$ cat src/design/de_macros.svh
`ifndef DE_MACROS_SVH
`define DE_MACROS_SVH

// datapath sizes
`define XLEN        32
`define REG_COUNT   32
`define REGNO_BITS  5

// major opcodes, inst[6:0]
`define OPC_OP      7'b0110011
`define OPC_OP_IMM  7'b0010011
`define OPC_LUI     7'b0110111
`define OPC_AUIPC   7'b0010111
`define OPC_LOAD    7'b0000011
`define OPC_STORE   7'b0100011
`define OPC_JAL     7'b1101111
`define OPC_JALR    7'b1100111
`define OPC_BRANCH  7'b1100011

// funct3, inst[14:12]
`define F3_ADD      3'b000  // also SUB, ADDI
`define F3_SLL      3'b001
`define F3_SLT      3'b010
`define F3_SLTU     3'b011
`define F3_XOR      3'b100
`define F3_SR       3'b101  // SRL and SRA, split by funct7
`define F3_OR       3'b110
`define F3_AND      3'b111
`define F3_MUL      3'b000
`define F3_WORD     3'b010  // LW / SW
`define F3_JALR     3'b000
`define F3_BEQ      3'b000
`define F3_BNE      3'b001
`define F3_BLT      3'b100
`define F3_BGE      3'b101
`define F3_BLTU     3'b110
`define F3_BGEU     3'b111

// funct7, inst[31:25]
`define F7_BASE     7'b0000000
`define F7_ALT      7'b0100000  // SUB, SRA, SRAI
`define F7_MULDIV   7'b0000001

`endif

$ cat src/design/de_pkg.sv
`default_nettype none

`include "de_macros.svh"

package de_pkg;

  typedef logic [`XLEN-1:0]       word_t;
  typedef logic [`REGNO_BITS-1:0] regno_t;
  typedef logic [31:0]            inst_t;

  // internal operation code, a bubble (all zero) reads as OP_INVALID
  typedef enum logic [5:0] {
    OP_INVALID = 6'd0,
    // register-register
    OP_ADD, OP_SUB, OP_AND, OP_OR, OP_XOR,
    OP_SLT, OP_SLTU, OP_SRA, OP_SRL, OP_SLL,
    OP_MUL,
    // register-immediate
    OP_ADDI, OP_ANDI, OP_ORI, OP_XORI, OP_SLTI,
    OP_SLTIU, OP_SRAI, OP_SRLI, OP_SLLI,
    // upper immediates, memory, jumps
    OP_LUI, OP_AUIPC,
    OP_LW, OP_SW,
    OP_JAL, OP_JALR,
    // conditional branches
    OP_BEQ, OP_BNE, OP_BLT, OP_BGE, OP_BLTU, OP_BGEU
  } op_t;

  // which immediate format the instruction carries
  typedef enum logic [2:0] {
    IMM_NONE = 3'd0,
    IMM_I,
    IMM_S,
    IMM_B,
    IMM_U,
    IMM_J
  } imm_kind_t;

endpackage

`default_nettype wire

$ cat src/design/decode_stage.sv
`timescale 1ns/100ps
`default_nettype none

module decode_stage (
  input  logic             clk,
  input  logic             reset,
  // from fetch
  input  logic             fe_valid,
  input  de_pkg::inst_t    fe_inst,
  input  de_pkg::word_t    fe_pc,
  // from execute
  input  logic             flush,
  // from write-back
  input  logic             wb_wr_reg,
  input  de_pkg::regno_t   wb_regno,
  input  de_pkg::word_t    wb_regval,
  // to fetch
  output logic             stall,
  // latch to execute
  output logic             de_valid,
  output de_pkg::op_t      de_op,
  output de_pkg::word_t    de_pc,
  output de_pkg::word_t    de_rs1_val,
  output de_pkg::word_t    de_rs2_val,
  output de_pkg::word_t    de_imm,
  output de_pkg::regno_t   de_rd,
  output logic             de_is_br,
  output logic             de_is_jmp,
  output logic             de_rd_mem,
  output logic             de_wr_mem,
  output logic             de_wr_reg
);

  de_pkg::op_t       op;
  de_pkg::imm_kind_t imm_kind;
  de_pkg::regno_t    rs1;
  de_pkg::regno_t    rs2;
  de_pkg::regno_t    rd;
  de_pkg::word_t     imm;
  de_pkg::word_t     rs1_val;
  de_pkg::word_t     rs2_val;
  logic              use_rs1;
  logic              use_rs2;
  logic              wr_reg;
  logic              is_br;
  logic              is_jmp;
  logic              rd_mem;
  logic              wr_mem;

  inst_decoder i_inst_decoder (
    .valid    (fe_valid),
    .inst     (fe_inst),
    .op       (op),
    .imm_kind (imm_kind),
    .rs1      (rs1),
    .rs2      (rs2),
    .rd       (rd),
    .use_rs1  (use_rs1),
    .use_rs2  (use_rs2),
    .wr_reg   (wr_reg),
    .is_br    (is_br),
    .is_jmp   (is_jmp),
    .rd_mem   (rd_mem),
    .wr_mem   (wr_mem)
  );

  imm_gen i_imm_gen (
    .inst     (fe_inst),
    .imm_kind (imm_kind),
    .imm      (imm)
  );

  reg_file i_reg_file (
    .clk      (clk),
    .reset    (reset),
    .rs1      (rs1),
    .rs2      (rs2),
    .wr_en    (wb_wr_reg),
    .wr_regno (wb_regno),
    .wr_data  (wb_regval),
    .rs1_val  (rs1_val),
    .rs2_val  (rs2_val)
  );

  scoreboard i_scoreboard (
    .clk       (clk),
    .reset     (reset),
    .rs1       (rs1),
    .rs2       (rs2),
    .rd        (rd),
    .use_rs1   (use_rs1),
    .use_rs2   (use_rs2),
    .wr_reg    (wr_reg),
    .flush     (flush),
    .wb_wr_reg (wb_wr_reg),
    .wb_regno  (wb_regno),
    .stall     (stall)
  );

  //////////////////////////////
  // output latch, bubble on stall

  always_ff @(posedge clk or posedge reset) begin
    if (reset) begin
      de_valid   <= 1'b0;
      de_op      <= de_pkg::OP_INVALID;
      de_pc      <= '0;
      de_rs1_val <= '0;
      de_rs2_val <= '0;
      de_imm     <= '0;
      de_rd      <= '0;
      de_is_br   <= 1'b0;
      de_is_jmp  <= 1'b0;
      de_rd_mem  <= 1'b0;
      de_wr_mem  <= 1'b0;
      de_wr_reg  <= 1'b0;
    end else if (stall) begin
      de_valid   <= 1'b0;
      de_op      <= de_pkg::OP_INVALID;
      de_pc      <= '0;
      de_rs1_val <= '0;
      de_rs2_val <= '0;
      de_imm     <= '0;
      de_rd      <= '0;
      de_is_br   <= 1'b0;
      de_is_jmp  <= 1'b0;
      de_rd_mem  <= 1'b0;
      de_wr_mem  <= 1'b0;
      de_wr_reg  <= 1'b0;
    end else begin
      de_valid   <= fe_valid;
      de_op      <= op;
      de_pc      <= fe_pc;
      de_rs1_val <= rs1_val;
      de_rs2_val <= rs2_val;
      de_imm     <= imm;
      de_rd      <= rd;
      de_is_br   <= is_br;
      de_is_jmp  <= is_jmp;
      de_rd_mem  <= rd_mem;
      de_wr_mem  <= wr_mem;
      de_wr_reg  <= wr_reg;
    end
  end

endmodule

`default_nettype wire

$ cat src/design/imm_gen.sv
`timescale 1ns/100ps
`default_nettype none

module imm_gen (
  input  de_pkg::inst_t     inst,
  input  de_pkg::imm_kind_t imm_kind,
  output de_pkg::word_t     imm
);

  logic sign;

  assign sign = inst[31];  // every format takes its sign from bit 31

  always_comb begin
    case (imm_kind)
      de_pkg::IMM_I: imm = {{20{sign}}, inst[31:20]};
      de_pkg::IMM_S: imm = {{20{sign}}, inst[31:25], inst[11:7]};
      de_pkg::IMM_B: imm = {{20{sign}}, inst[7], inst[30:25], inst[11:8], 1'b0};
      de_pkg::IMM_U: imm = {inst[31:12], 12'b0};
      de_pkg::IMM_J: begin
        // scrambled 20-bit jump offset
        imm = {{12{sign}}, inst[19:12], inst[20], inst[30:21], 1'b0};
      end
      default:       imm = '0;
    endcase
  end

endmodule

`default_nettype wire

$ cat src/design/inst_decoder.sv
`timescale 1ns/100ps
`default_nettype none

`include "de_macros.svh"

module inst_decoder (
  input  logic              valid,
  input  de_pkg::inst_t     inst,
  output de_pkg::op_t       op,
  output de_pkg::imm_kind_t imm_kind,
  output de_pkg::regno_t    rs1,
  output de_pkg::regno_t    rs2,
  output de_pkg::regno_t    rd,
  output logic              use_rs1,
  output logic              use_rs2,
  output logic              wr_reg,
  output logic              is_br,
  output logic              is_jmp,
  output logic              rd_mem,
  output logic              wr_mem
);

  logic [6:0] opcode;
  logic [2:0] funct3;
  logic [6:0] funct7;
  logic       writes_rd;  // op class produces a register result

  assign opcode = inst[6:0];
  assign funct3 = inst[14:12];
  assign funct7 = inst[31:25];

  assign rs1 = inst[19:15];
  assign rs2 = inst[24:20];
  assign rd  = inst[11:7];

  //////////////////////////////
  // opcode match

  always_comb begin
    op = de_pkg::OP_INVALID;  // also covers an empty slot
    if (valid) begin
      case (opcode)
        `OPC_OP: begin
          case ({funct7, funct3})
            {`F7_BASE, `F3_ADD}:   op = de_pkg::OP_ADD;
            {`F7_ALT, `F3_ADD}:    op = de_pkg::OP_SUB;
            {`F7_BASE, `F3_AND}:   op = de_pkg::OP_AND;
            {`F7_BASE, `F3_OR}:    op = de_pkg::OP_OR;
            {`F7_BASE, `F3_XOR}:   op = de_pkg::OP_XOR;
            {`F7_BASE, `F3_SLT}:   op = de_pkg::OP_SLT;
            {`F7_BASE, `F3_SLTU}:  op = de_pkg::OP_SLTU;
            {`F7_ALT, `F3_SR}:     op = de_pkg::OP_SRA;
            {`F7_BASE, `F3_SR}:    op = de_pkg::OP_SRL;
            {`F7_BASE, `F3_SLL}:   op = de_pkg::OP_SLL;
            {`F7_MULDIV, `F3_MUL}: op = de_pkg::OP_MUL;
            default:               op = de_pkg::OP_INVALID;
          endcase
        end
        `OPC_OP_IMM: begin
          case (funct3)
            `F3_ADD:  op = de_pkg::OP_ADDI;
            `F3_AND:  op = de_pkg::OP_ANDI;
            `F3_OR:   op = de_pkg::OP_ORI;
            `F3_XOR:  op = de_pkg::OP_XORI;
            `F3_SLT:  op = de_pkg::OP_SLTI;
            `F3_SLTU: op = de_pkg::OP_SLTIU;
            `F3_SLL:  if (funct7 == `F7_BASE) op = de_pkg::OP_SLLI;
            `F3_SR: begin
              if (funct7 == `F7_BASE)
                op = de_pkg::OP_SRLI;
              else if (funct7 == `F7_ALT)
                op = de_pkg::OP_SRAI;
            end
            default:  op = de_pkg::OP_INVALID;
          endcase
        end
        `OPC_LUI:    op = de_pkg::OP_LUI;
        `OPC_AUIPC:  op = de_pkg::OP_AUIPC;
        `OPC_JAL:    op = de_pkg::OP_JAL;
        `OPC_LOAD:   if (funct3 == `F3_WORD) op = de_pkg::OP_LW;
        `OPC_STORE:  if (funct3 == `F3_WORD) op = de_pkg::OP_SW;
        `OPC_JALR:   if (funct3 == `F3_JALR) op = de_pkg::OP_JALR;
        `OPC_BRANCH: begin
          case (funct3)
            `F3_BEQ:  op = de_pkg::OP_BEQ;
            `F3_BNE:  op = de_pkg::OP_BNE;
            `F3_BLT:  op = de_pkg::OP_BLT;
            `F3_BGE:  op = de_pkg::OP_BGE;
            `F3_BLTU: op = de_pkg::OP_BLTU;
            `F3_BGEU: op = de_pkg::OP_BGEU;
            default:  op = de_pkg::OP_INVALID;
          endcase
        end
        default: op = de_pkg::OP_INVALID;
      endcase
    end
  end

  //////////////////////////////
  // format and control flags

  always_comb begin
    imm_kind  = de_pkg::IMM_NONE;
    use_rs1   = 1'b0;
    use_rs2   = 1'b0;
    writes_rd = 1'b0;
    is_br     = 1'b0;
    is_jmp    = 1'b0;
    rd_mem    = 1'b0;
    wr_mem    = 1'b0;
    case (op)
      de_pkg::OP_ADD, de_pkg::OP_SUB, de_pkg::OP_AND, de_pkg::OP_OR,
      de_pkg::OP_XOR, de_pkg::OP_SLT, de_pkg::OP_SLTU, de_pkg::OP_SRA,
      de_pkg::OP_SRL, de_pkg::OP_SLL, de_pkg::OP_MUL: begin
        use_rs1   = 1'b1;
        use_rs2   = 1'b1;
        writes_rd = 1'b1;
      end
      de_pkg::OP_ADDI, de_pkg::OP_ANDI, de_pkg::OP_ORI, de_pkg::OP_XORI,
      de_pkg::OP_SLTI, de_pkg::OP_SLTIU, de_pkg::OP_SRAI, de_pkg::OP_SRLI,
      de_pkg::OP_SLLI, de_pkg::OP_LW, de_pkg::OP_JALR: begin
        imm_kind  = de_pkg::IMM_I;
        use_rs1   = 1'b1;
        writes_rd = 1'b1;
        rd_mem    = (op == de_pkg::OP_LW);
        is_jmp    = (op == de_pkg::OP_JALR);
      end
      de_pkg::OP_SW: begin
        imm_kind = de_pkg::IMM_S;
        use_rs1  = 1'b1;
        use_rs2  = 1'b1;
        wr_mem   = 1'b1;
      end
      de_pkg::OP_BEQ, de_pkg::OP_BNE, de_pkg::OP_BLT, de_pkg::OP_BGE,
      de_pkg::OP_BLTU, de_pkg::OP_BGEU: begin
        imm_kind = de_pkg::IMM_B;
        use_rs1  = 1'b1;
        use_rs2  = 1'b1;
        is_br    = 1'b1;
      end
      de_pkg::OP_LUI, de_pkg::OP_AUIPC: begin
        imm_kind  = de_pkg::IMM_U;
        writes_rd = 1'b1;
      end
      de_pkg::OP_JAL: begin
        imm_kind  = de_pkg::IMM_J;
        writes_rd = 1'b1;
        is_jmp    = 1'b1;
      end
      default: ;  // invalid, nothing used or written
    endcase
  end

  assign wr_reg = writes_rd && (rd != '0);  // x0 never gets a write

endmodule

`default_nettype wire

$ cat src/design/reg_file.sv
`timescale 1ns/100ps
`default_nettype none

`include "de_macros.svh"

module reg_file (
  input  logic           clk,
  input  logic           reset,
  input  de_pkg::regno_t rs1,
  input  de_pkg::regno_t rs2,
  input  logic           wr_en,
  input  de_pkg::regno_t wr_regno,
  input  de_pkg::word_t  wr_data,
  output de_pkg::word_t  rs1_val,
  output de_pkg::word_t  rs2_val
);

  de_pkg::word_t regs [`REG_COUNT];

  // single write port from write-back
  always_ff @(posedge clk or posedge reset) begin
    if (reset) begin
      for (int i = 0; i < `REG_COUNT; i++) begin
        regs[i] <= '0;
      end
    end else if (wr_en && (wr_regno != '0)) begin  // x0 stays zero
      regs[wr_regno] <= wr_data;
    end
  end

  // reads are combinational, a write shows up the cycle after
  assign rs1_val = regs[rs1];
  assign rs2_val = regs[rs2];

endmodule

`default_nettype wire

$ cat src/design/scoreboard.sv
`timescale 1ns/100ps
`default_nettype none

`include "de_macros.svh"

module scoreboard (
  input  logic           clk,
  input  logic           reset,
  input  de_pkg::regno_t rs1,
  input  de_pkg::regno_t rs2,
  input  de_pkg::regno_t rd,
  input  logic           use_rs1,
  input  logic           use_rs2,
  input  logic           wr_reg,
  input  logic           flush,
  input  logic           wb_wr_reg,
  input  de_pkg::regno_t wb_regno,
  output logic           stall
);

  logic [`REG_COUNT-1:0] pending;  // one bit per register, write in flight
  logic                  hazard;

  // read-after-write on any source the instruction really uses
  assign hazard = (use_rs1 && pending[rs1]) || (use_rs2 && pending[rs2]);
  assign stall  = flush || hazard;

  //////////////////////////////
  // pending bits

  always_ff @(posedge clk or posedge reset) begin
    if (reset) begin
      pending <= '0;
    end else begin
      if (wb_wr_reg)
        pending[wb_regno] <= 1'b0;
      // issued writer marks rd, wins over a clear of the same register
      if (wr_reg && !stall)
        pending[rd] <= 1'b1;
    end
  end

endmodule

`default_nettype wire

$ cat config.mk
export PLATFORM = sky130hd
export DESIGN_NAME = decode_stage
export DESIGN_NICKNAME = d
export VERILOG_FILES = /design/src/design/de_pkg.sv /design/src/design/decode_stage.sv /design/src/design/imm_gen.sv /design/src/design/inst_decoder.sv /design/src/design/reg_file.sv /design/src/design/scoreboard.sv
export VERILOG_INCLUDE_DIRS = /design/src /design/src/design
export SDC_FILE = /design/constraint.sdc
export NUM_CORES = 2
export LEC_CHECK = 0
export BUFFER_PORTS_ARGS = -buffer_cell sky130_fd_sc_hd__buf_2
export CORE_AREA = 3 3 455 457
export CTS_BUF_LIST = sky130_fd_sc_hd__clkbuf_4
export CTS_CLUSTER_SIZE = 30
export DETAILED_ROUTE_END_ITERATION = 7
export DIE_AREA = 0 0 458 460
export PLACE_DENSITY_LB_ADDON = 0.25
export SLEW_MARGIN = 20
export SYNTH_ARGS = -nofsm -noshare
export SYNTH_HDL_FRONTEND = slang
export SYNTH_SLANG_ARGS = --single-unit
$ cat constraint.sdc
create_clock -name clk -period 42.1 [get_ports clk]
set_input_delay 4.21 -clock clk [delete_from_list [all_inputs] [get_ports clk]]
set_output_delay 4.21 -clock clk [all_outputs]
set_load 0.02 [all_outputs]
==> results.cfg <==
[status]
outcome = complete, no violations

[drt]
drc = 0
vias_per_cell = 5.42
post_drt_wl_per_cell_microns = 28.6
drtIter0Drc = 2610
first_pass_iters = 5
wl_mm = 200
dr_total_vias = 37900
postRouteAntennaNets = 0

[timing]
rsz0062_at_grt = false
drv_slew = 0
finalSetupTns_ns = 0
finalCritPeriodShare_pct = 30.1
hold_violations = 0
finClkSkew_ns = 0.0859
layout_min_cycle_time_ns = 12.66
setup_violations = 0
max_slew_margin_pct = 26.2
worst_slew_pin_slew_ns = 1.11
setup_ws_ns = 29.44
fmax_mhz = 79.0

[yosys]
syn-cell-area_sq_um = 60900
yosysTopAreaCell = dfrtp_1
async_flop_share_pct = 100
yosysTopAreaCellShare_pct = 49.3
avgSynthCellArea_sq_um = 16.0
synth_cells = 3809
ys_seq_area_share_pct = 49.3
synthFlopType = dfrtp_1
synth_cell_types = 67
yosys-top-cells-area = dfrtp_1 49%, mux4_2 24%, mux2_2 18%, clkbuf_1 1.9%, mux2i_1 1.1%
synth_warnings = 0
post-synth-top-count-cell = dfrtp_1
netlist_top_cells_count = 1,201 x dfrtp_1, 993 x mux2_2, 660 x mux4_2
synth_edf_count = 0
ys_ff_latch = 1201
syn_nets = 3915

[die]
die_area_sq_um = 211000
io-pin-count = 252
start_util_pct = 29.9
die-height_microns = 460
die_w_microns = 458
design.core.area_sq_um = 204000
num_rows = 166

[clock_tree]
cts_max_level = 5
cts_buffer_depth = 4
post_cts_buffers = 0
root_buffer = clkbuf_4
cts_hold_buf = 0
cts_made_buffers = 354
cts_tree = yes
insertion_delay_ns = 1.28
cts_sinks = 1201
cts.clk_slew.worst_paths_ns = 0.06
ctsResizeCount = 0

[place]
gp_congestion = 0.807
dp_hpwl_mm = 111
port_buffers = 251
post-place-ws_ns = 29.30

[layout]
area_growth_pct = 13.1
layout-drive-gt1-share_pct = 59.1
fin_nets = 4176
largest_reg_flops = 1024
top_register = i_reg_file.regs

[pwr]
vdd.ir_drop.worst_mv = 0.0216
p_total_mw = 3.16
p_leak_nw = 30.1
power.density_nw_per_um2 = 45.9

[setup_path]
path_cells = buf_8, buf_4, mux4_2, mux4_2, mux2i_1, o21ba_2, buf_4, nand2_4, buf_2
required_ns = 37.89
crit_end = stall
r2r-start = i_scoreboard.pending[0]
arrival_ns = 8.45
end_kind = output pin
path_class = in -> out
cp_max_fo = 63
ff2ff_path_depth = 8
max_stage_delay_ns = 0.78
cp-startpoint = fe_inst[15]
crit_path_top_delay_cell = buf_4
r2r-end = de_rs2_val[16]
r2r_slack_ns = 38.47
startpoint_type = input pin

[grt]
grt_pass1_vias = 40100
antenna_found_initial = 21
grt_util_all_layers_pct = 19.0
grt_pass1_wl_mm = 292
grt_max_degree = 145
grt.overflow.total = 0

[job]
drv_cap = 0

[min_path]
hold_class = reg -> reg
-- worst max-delay path: cells and delay by family --
family,cells,cell delay [ns]
buffers and inverters,4,2.01
muxes,3,1.45
and+or+nand+nor,1,0.41
AOI/OAI and AO/OA,1,0.21
-- placed cells by master (no fill, tap or decap), types with 6 or more instances in the layout --
master and n:
nor2_4 16, dfrtp_1 1201, buf_4 77, clkbuf_4 495, nand2_1 75, nor3b_1 15, diode_2 14, nor2_1 89
mux2_2 993, inv_2 6, nor3_1 14, nand3_1 12, a21oi_1 25, o21ai_0 39, nand3b_1 9, mux4_2 660
and3_1 41, o31ai_1 15, mux2i_1 67, buf_2 241, nand2b_1 12, nand2_4 16, clkinv_1 74
-- stage by stage --
stage	std cells	cell area, sq um	util, %	hold slack [ns]
6_report	6995	68900	33.8	0.393
5_1_grt	6993	68900	33.8	0.406
4_1_cts	6981	68800	33.8	0.397
3_5_place_dp	6402	64800	31.8	0.382
3_3_place_gp	6402	64800	31.8	0.377
2_1_floorplan	3809	60900	-	0.441
-- report_power, final --
group	switching (mW)	total [mW]	internal, mW
logic	0.248	0.626	0.377
registers	0.131	1.48	1.35
clock network	0.515	1.05	0.536
-- area by class of cell --
| cell class | instances | area, sq um |
|---|---|---|
| timing repair buffer | 326 | 1910 |
| antenna | 14 | 35.0 |
| clock buffer | 495 | 3720 |
| sequential | 1201 | 30100 |
| inverter | 6 | 30.0 |
| fill | 19900 | 135000 |
| multi-input combinational | 2181 | 29500 |
| clock inverter | 84 | 320 |
| tap | 2688 | 3360 |
-- per-layer routing --
layer | vias to the layer above | GRT usage [%] | wire, microns
met2 | 1322 | 29.6 | 93000
met5 | - | 0 | 67
met1 | 20800 | 26.4 | 90200
li1 | 15500 | - | -
met4 | 10 | 6.41 | 5510
met3 | 333 | 3.80 | 11100
-- cell families after synthesis --
kind of cell,Yosys count,synth area share [%]
simple gates,335,2.71
xor+xnor,3,0.0432
compound gates,122,1.32
mux,1721,43.9
flops,1201,49.3
buf+inv,427,2.69
-- worst min path at each step --
stage,start,endpoint,slack (ns),cells after the start
2_1_floorplan,i_reg_file.regs[1000],i_reg_file.regs[1000],0.44,1
6_report,i_reg_file.regs[1017],i_reg_file.regs[1017],0.39,0
4_1_cts,i_reg_file.regs[1011],i_reg_file.regs[1011],0.40,0
5_1_grt,i_reg_file.regs[992],i_reg_file.regs[992],0.41,0
3_5_place_dp,i_reg_file.regs[1020],i_reg_file.regs[1020],0.38,0
3_3_place_gp,i_reg_file.regs[1011],i_reg_file.regs[1011],0.38,0
No activity file was read; power rests on OpenSTA's default activity.
